**config.mk**
```make
export PLATFORM = sky130hd
export DESIGN_NAME = refillMonitor
export DESIGN_NICKNAME = d
export VERILOG_FILES = /design/src/common/primitivePkg.sv /design/src/hw/refillMonitor.sv
export SDC_FILE = /design/constraint.sdc
export NUM_CORES = 1
export LEC_CHECK = 0
export ABC_AREA = 1
export BUFFER_PORTS_ARGS = -buffer_cell sky130_fd_sc_hd__buf_2
export CELL_PAD_IN_SITES_DETAIL_PLACEMENT = 0
export CELL_PAD_IN_SITES_GLOBAL_PLACEMENT = 1
export CORE_AREA = 2 2 47 49
export DETAILED_ROUTE_END_ITERATION = 10
export DIE_AREA = 0 0 49 51
export PLACE_DENSITY = 0.86
export SLEW_MARGIN = 20
export SYNTH_ARGS = -nofsm -noshare
export SYNTH_HDL_FRONTEND = slang
export SYNTH_SLANG_ARGS = --single-unit
```
**constraint.sdc**
```tcl
create_clock -name OSC_50_BANK6 -period 0.8 [get_ports OSC_50_BANK6]
set_clock_uncertainty 0.2 [all_clocks]
set_input_delay 0.12 -clock OSC_50_BANK6 [delete_from_list [all_inputs] [get_ports OSC_50_BANK6]]
set_output_delay 0.12 -clock OSC_50_BANK6 [all_outputs]
set_load 0.1 [all_outputs]
```
**src/common/primitivePkg.sv**
```systemverilog
// Shared widths, depths, port count and refill threshold for the primitive hub; referenced by scoped name
package primitivePkg;

   //==================================================
   // Port fan-out
   //==================================================
   localparam int PortCount   = 5;   // One primitive FIFO per port
   localparam int PortIdWidth = 3;   // Port number on the load stream

   //==================================================
   // Primitive storage
   //==================================================
   localparam int PrimitiveWidth = 64;    // One primitive word
   localparam int FifoDepth      = 256;   // Words per port FIFO

   // Fill level must count 0 up to a completely full FIFO,
   // so it needs one bit more than the pointer
   localparam int LevelWidth = 9;

   //==================================================
   // Refill policy
   //==================================================
   // During a burst a port asks for more primitives
   // while it holds fewer words than this
   localparam int RefillThreshold = 128;

endpackage

```
**src/hw/refillMonitor.sv**
```systemverilog
// Produces the registered per-port refill-request vector from fill levels, burst state and init bits
`timescale 1ns/100ps

module refillMonitor (
   input  logic                                OSC_50_BANK6,
   input  logic                                rstN,
   input  logic [primitivePkg::PortCount-1:0][primitivePkg::LevelWidth-1:0] fillLevel,
   input  logic                                inBurst,
   input  logic [primitivePkg::PortCount-1:0]  detectorUnderInit,
   output logic [primitivePkg::PortCount-1:0]  refillRequest
);

   logic [primitivePkg::PortCount-1:0] belowThreshold;

   // Port running low on primitives
   always_comb begin
      for (int i = 0; i < primitivePkg::PortCount; i++) begin
         belowThreshold[i] = (fillLevel[i] < primitivePkg::RefillThreshold);
      end
   end

   //==================================================
   // Request register
   //==================================================
   always_ff @(posedge OSC_50_BANK6) begin
      if (!rstN) begin
         refillRequest <= '0;
      end else if (inBurst) begin
         refillRequest <= belowThreshold;      // Keep FIFOs topped up
      end else begin
         refillRequest <= detectorUnderInit;   // Between bursts follow init state
      end
   end

endmodule

```
==> out/qor.log <==
qor: die.fp.dieH 51 um
qor: cells_and_area.largest_reg_flops 5
qor: timing.max_freq 0.944 GHz
qor: drt.drc_errors 0
qor: power_and_ir_drop.power_leakage 0.000208 uW
qor: global_route.number_of_global_route_vias_before_repair 269
qor: critical_path.critPathTopFamily flip-flops
qor: cells_and_area.syn_to_final_growth 143%
qor: clock_network.tritoncts.num_buffers 3
qor: place.dp_cells 76
qor: critical_path.crit_required 0.48 ns
qor: cells_and_area.largest_register refillRequest
qor: global_route.grt_pass1_wl 910 um
qor: worst_hold_path.hold-path-cell-count 3
qor: critical_path.critPathMaxFanout 1
qor: run_status.run_status finished with violations
qor: synth.post_synth_num_cell_types 4
qor: cells_and_area.num-nets-final 106
qor: drt.drt-initial-drc-count 2
qor: place.port-buffer-count 22
qor: drt.final_antenna_net_count 0
qor: cells_and_area.largestRegisters refillRequest: 5 flops
qor: power_and_ir_drop.p_per_area 1820 mW/mm^2
qor: worst_hold_path.min_path_type input pin to flop
qor: critical_path.crit_chain buf_12
qor: die.top_level_ports 58
qor: synth.average_cell_area_after_synthesis 7.12 um^2
qor: synth.yosys.area.top_type sky130_fd_sc_hd__dfxtp_1
qor: die.design.core.area 0.00206 mm^2
qor: cells_and_area.antenna-diode-count 0
qor: critical_path.critPathBufInv 1
qor: die.num_rows 17
qor: global_route.grt_start_max_net_pins 7
qor: clock_network.cts.sinks 5
qor: critical_path.critPathSlowestCell sky130_fd_sc_hd__dfxtp_4
qor: power_and_ir_drop.vdd.ir_drop.worst 0.399 mV
qor: global_route.grt_remaining_overflow 0
qor: clock_network.post_cts.resized_instances 0
qor: cells_and_area.layout-drive-gt1-share 59.6%
qor: die.fp.dieArea 0.00250 mm^2
qor: clock_network.clk_root_buffer_cell sky130_fd_sc_hd__clkbuf_4
qor: place.gpl.final_weighted_congestion 0.633
qor: timing.timing_hold_violations_final 5
qor: synth.netlist_area 185 um^2
qor: timing.finalHoldWorstSlack -0.0615 ns
qor: drt.first_drt_pass_iteration_count 4
qor: place.post-place-ws -0.0170 ns
qor: synth.synthDominantCellAreaShare 54.1%
qor: timing.timing_worst_slew_pin_value 0.157 ns
qor: synth.synth_net_count 79
qor: synth.synth.yosys.seq_area_share 54.1%
qor: synth.synth_top_cells_by_area sky130_fd_sc_hd__dfxtp_1 54%, sky130_fd_sc_hd__nor2_1 30%, sky130_fd_sc_hd__o21ai_0 14%
qor: critical_path.number_of_logic_stages_on_the_critical_path_including_buffering 1
qor: global_route.gr-usage-all-layers 5.20%
qor: timing.portion_of_the_clock_cycle_consumed_by_the_worst_path_in_the_final_layout 132%
qor: timing.timing.final.setup_violations 5
qor: drt.wire_per_inst 6.78 um
qor: critical_path.cpPeakStageDelay 0.34 ns
qor: flow_run.max-cap-violations 0
qor: die.initial_core_util 8.98%
qor: clock_network.clock_tree.htree_level_count 1
qor: clock_network.clk_pin_slew 0.04 ns
qor: synth.yosys_warnings 0
qor: run_status.violations_in_the_final_reports negative hold slack, negative setup slack
qor: timing.final_worst_path_setup_slack -0.260 ns
qor: die.floorplan.die.width 49 um
qor: timing.slew-limit-headroom 89.4%
qor: critical_path.critPathArrivalTime 0.74 ns
qor: timing.grt_setup_unrepaired true
qor: synth.netlist_instances 26
qor: critical_path.crit_path_end_kind primary output
qor: clock_network.cts_setup_buffers 0
qor: critical_path.timing_worst_setup_path_type flop to primary output
qor: timing.min_period 1.06 ns
qor: drt.routed-via-count 250
qor: synth.yosys_register_bits 5
qor: drt.via_per_inst 3.13
qor: clock_network.max-clock-path-buffers 2
qor: critical_path.worstSetupStartpointType flop
qor: cells_and_area.finish.cell_count_without_fillers 80
qor: drt.wl 542 um
qor: global_route.antenna_found_initial 0
qor: clock_network.cts_tree done
qor: timing.slew_viol_final 0
## layout by cell type, fill, tap and decap left out, drive strengths merged
master,count
clkbuf,4
inv,1
dfxtp,5
o21ai,5
buf,22
nor2,15
## report_power, final
group	internal, uW	total, uW	switching (uW)	leakage (uW)
Sequential	263	276	12.8	0.0000446
Combinational	106	267	161	0.000148
Clock	188	277	89.5	0.0000150
Total	556	820	264	0.000208
## logic make-up after synthesis
group	share of synthesized area [%]
simple gates	30.4
flops	54.1
compound gates	13.5
buf+inv	2.03
## final cells by class
class,instances,area (um^2)
Fill cell,248,1610
Timing Repair Buffer,22,185
Sequential cell,5,119
Multi-Input combinational cell,20,81.3
Tap cell,28,35.0
Clock buffer,4,26.3
Inverter,1,3.75
## what timing repair did
item,CTS,global route
hold endpoints to repair,5,4
setup endpoints to repair,5,5
gates cloned,0,0
## cells in the mapped netlist
cell	instances
sky130_fd_sc_hd__nor2_1	15
sky130_fd_sc_hd__dfxtp_1	5
sky130_fd_sc_hd__o21ai_0	5
sky130_fd_sc_hd__inv_2	1
## per-layer routing
layer / GRT usage [%] / part of all wire, % / up-vias
met5: 0 / 0 / -
met4: 5.71 / 0 / 0
met3: 1.75 / 4.8 / 0
met2: 11.4 / 74 / 6
met1: 2.66 / 21 / 110
li1: - / - / 134
## metrics by stage
step / util [%] / area [um^2] / TNS, ns / total power [uW]
after floorplan: - / 204 / -0.119 / 423
after global placement: 20.6 / 424 / -0.0568 / 546
after detailed placement: 20.6 / 424 / -0.0926 / 550
after CTS: 21.8 / 450 / -1.36 / 839
after global routing: 21.8 / 450 / -1.38 / 860
final: 21.8 / 450 / -1.29 / 820
## path summary, 6_finish.rpt
check,endpoint,from
worst min-delay path,refillRequest[2],detectorUnderInit[2]
worst max-delay path,refillRequest[2],refillRequest[2]
Power figures use the tool's default switching activity.
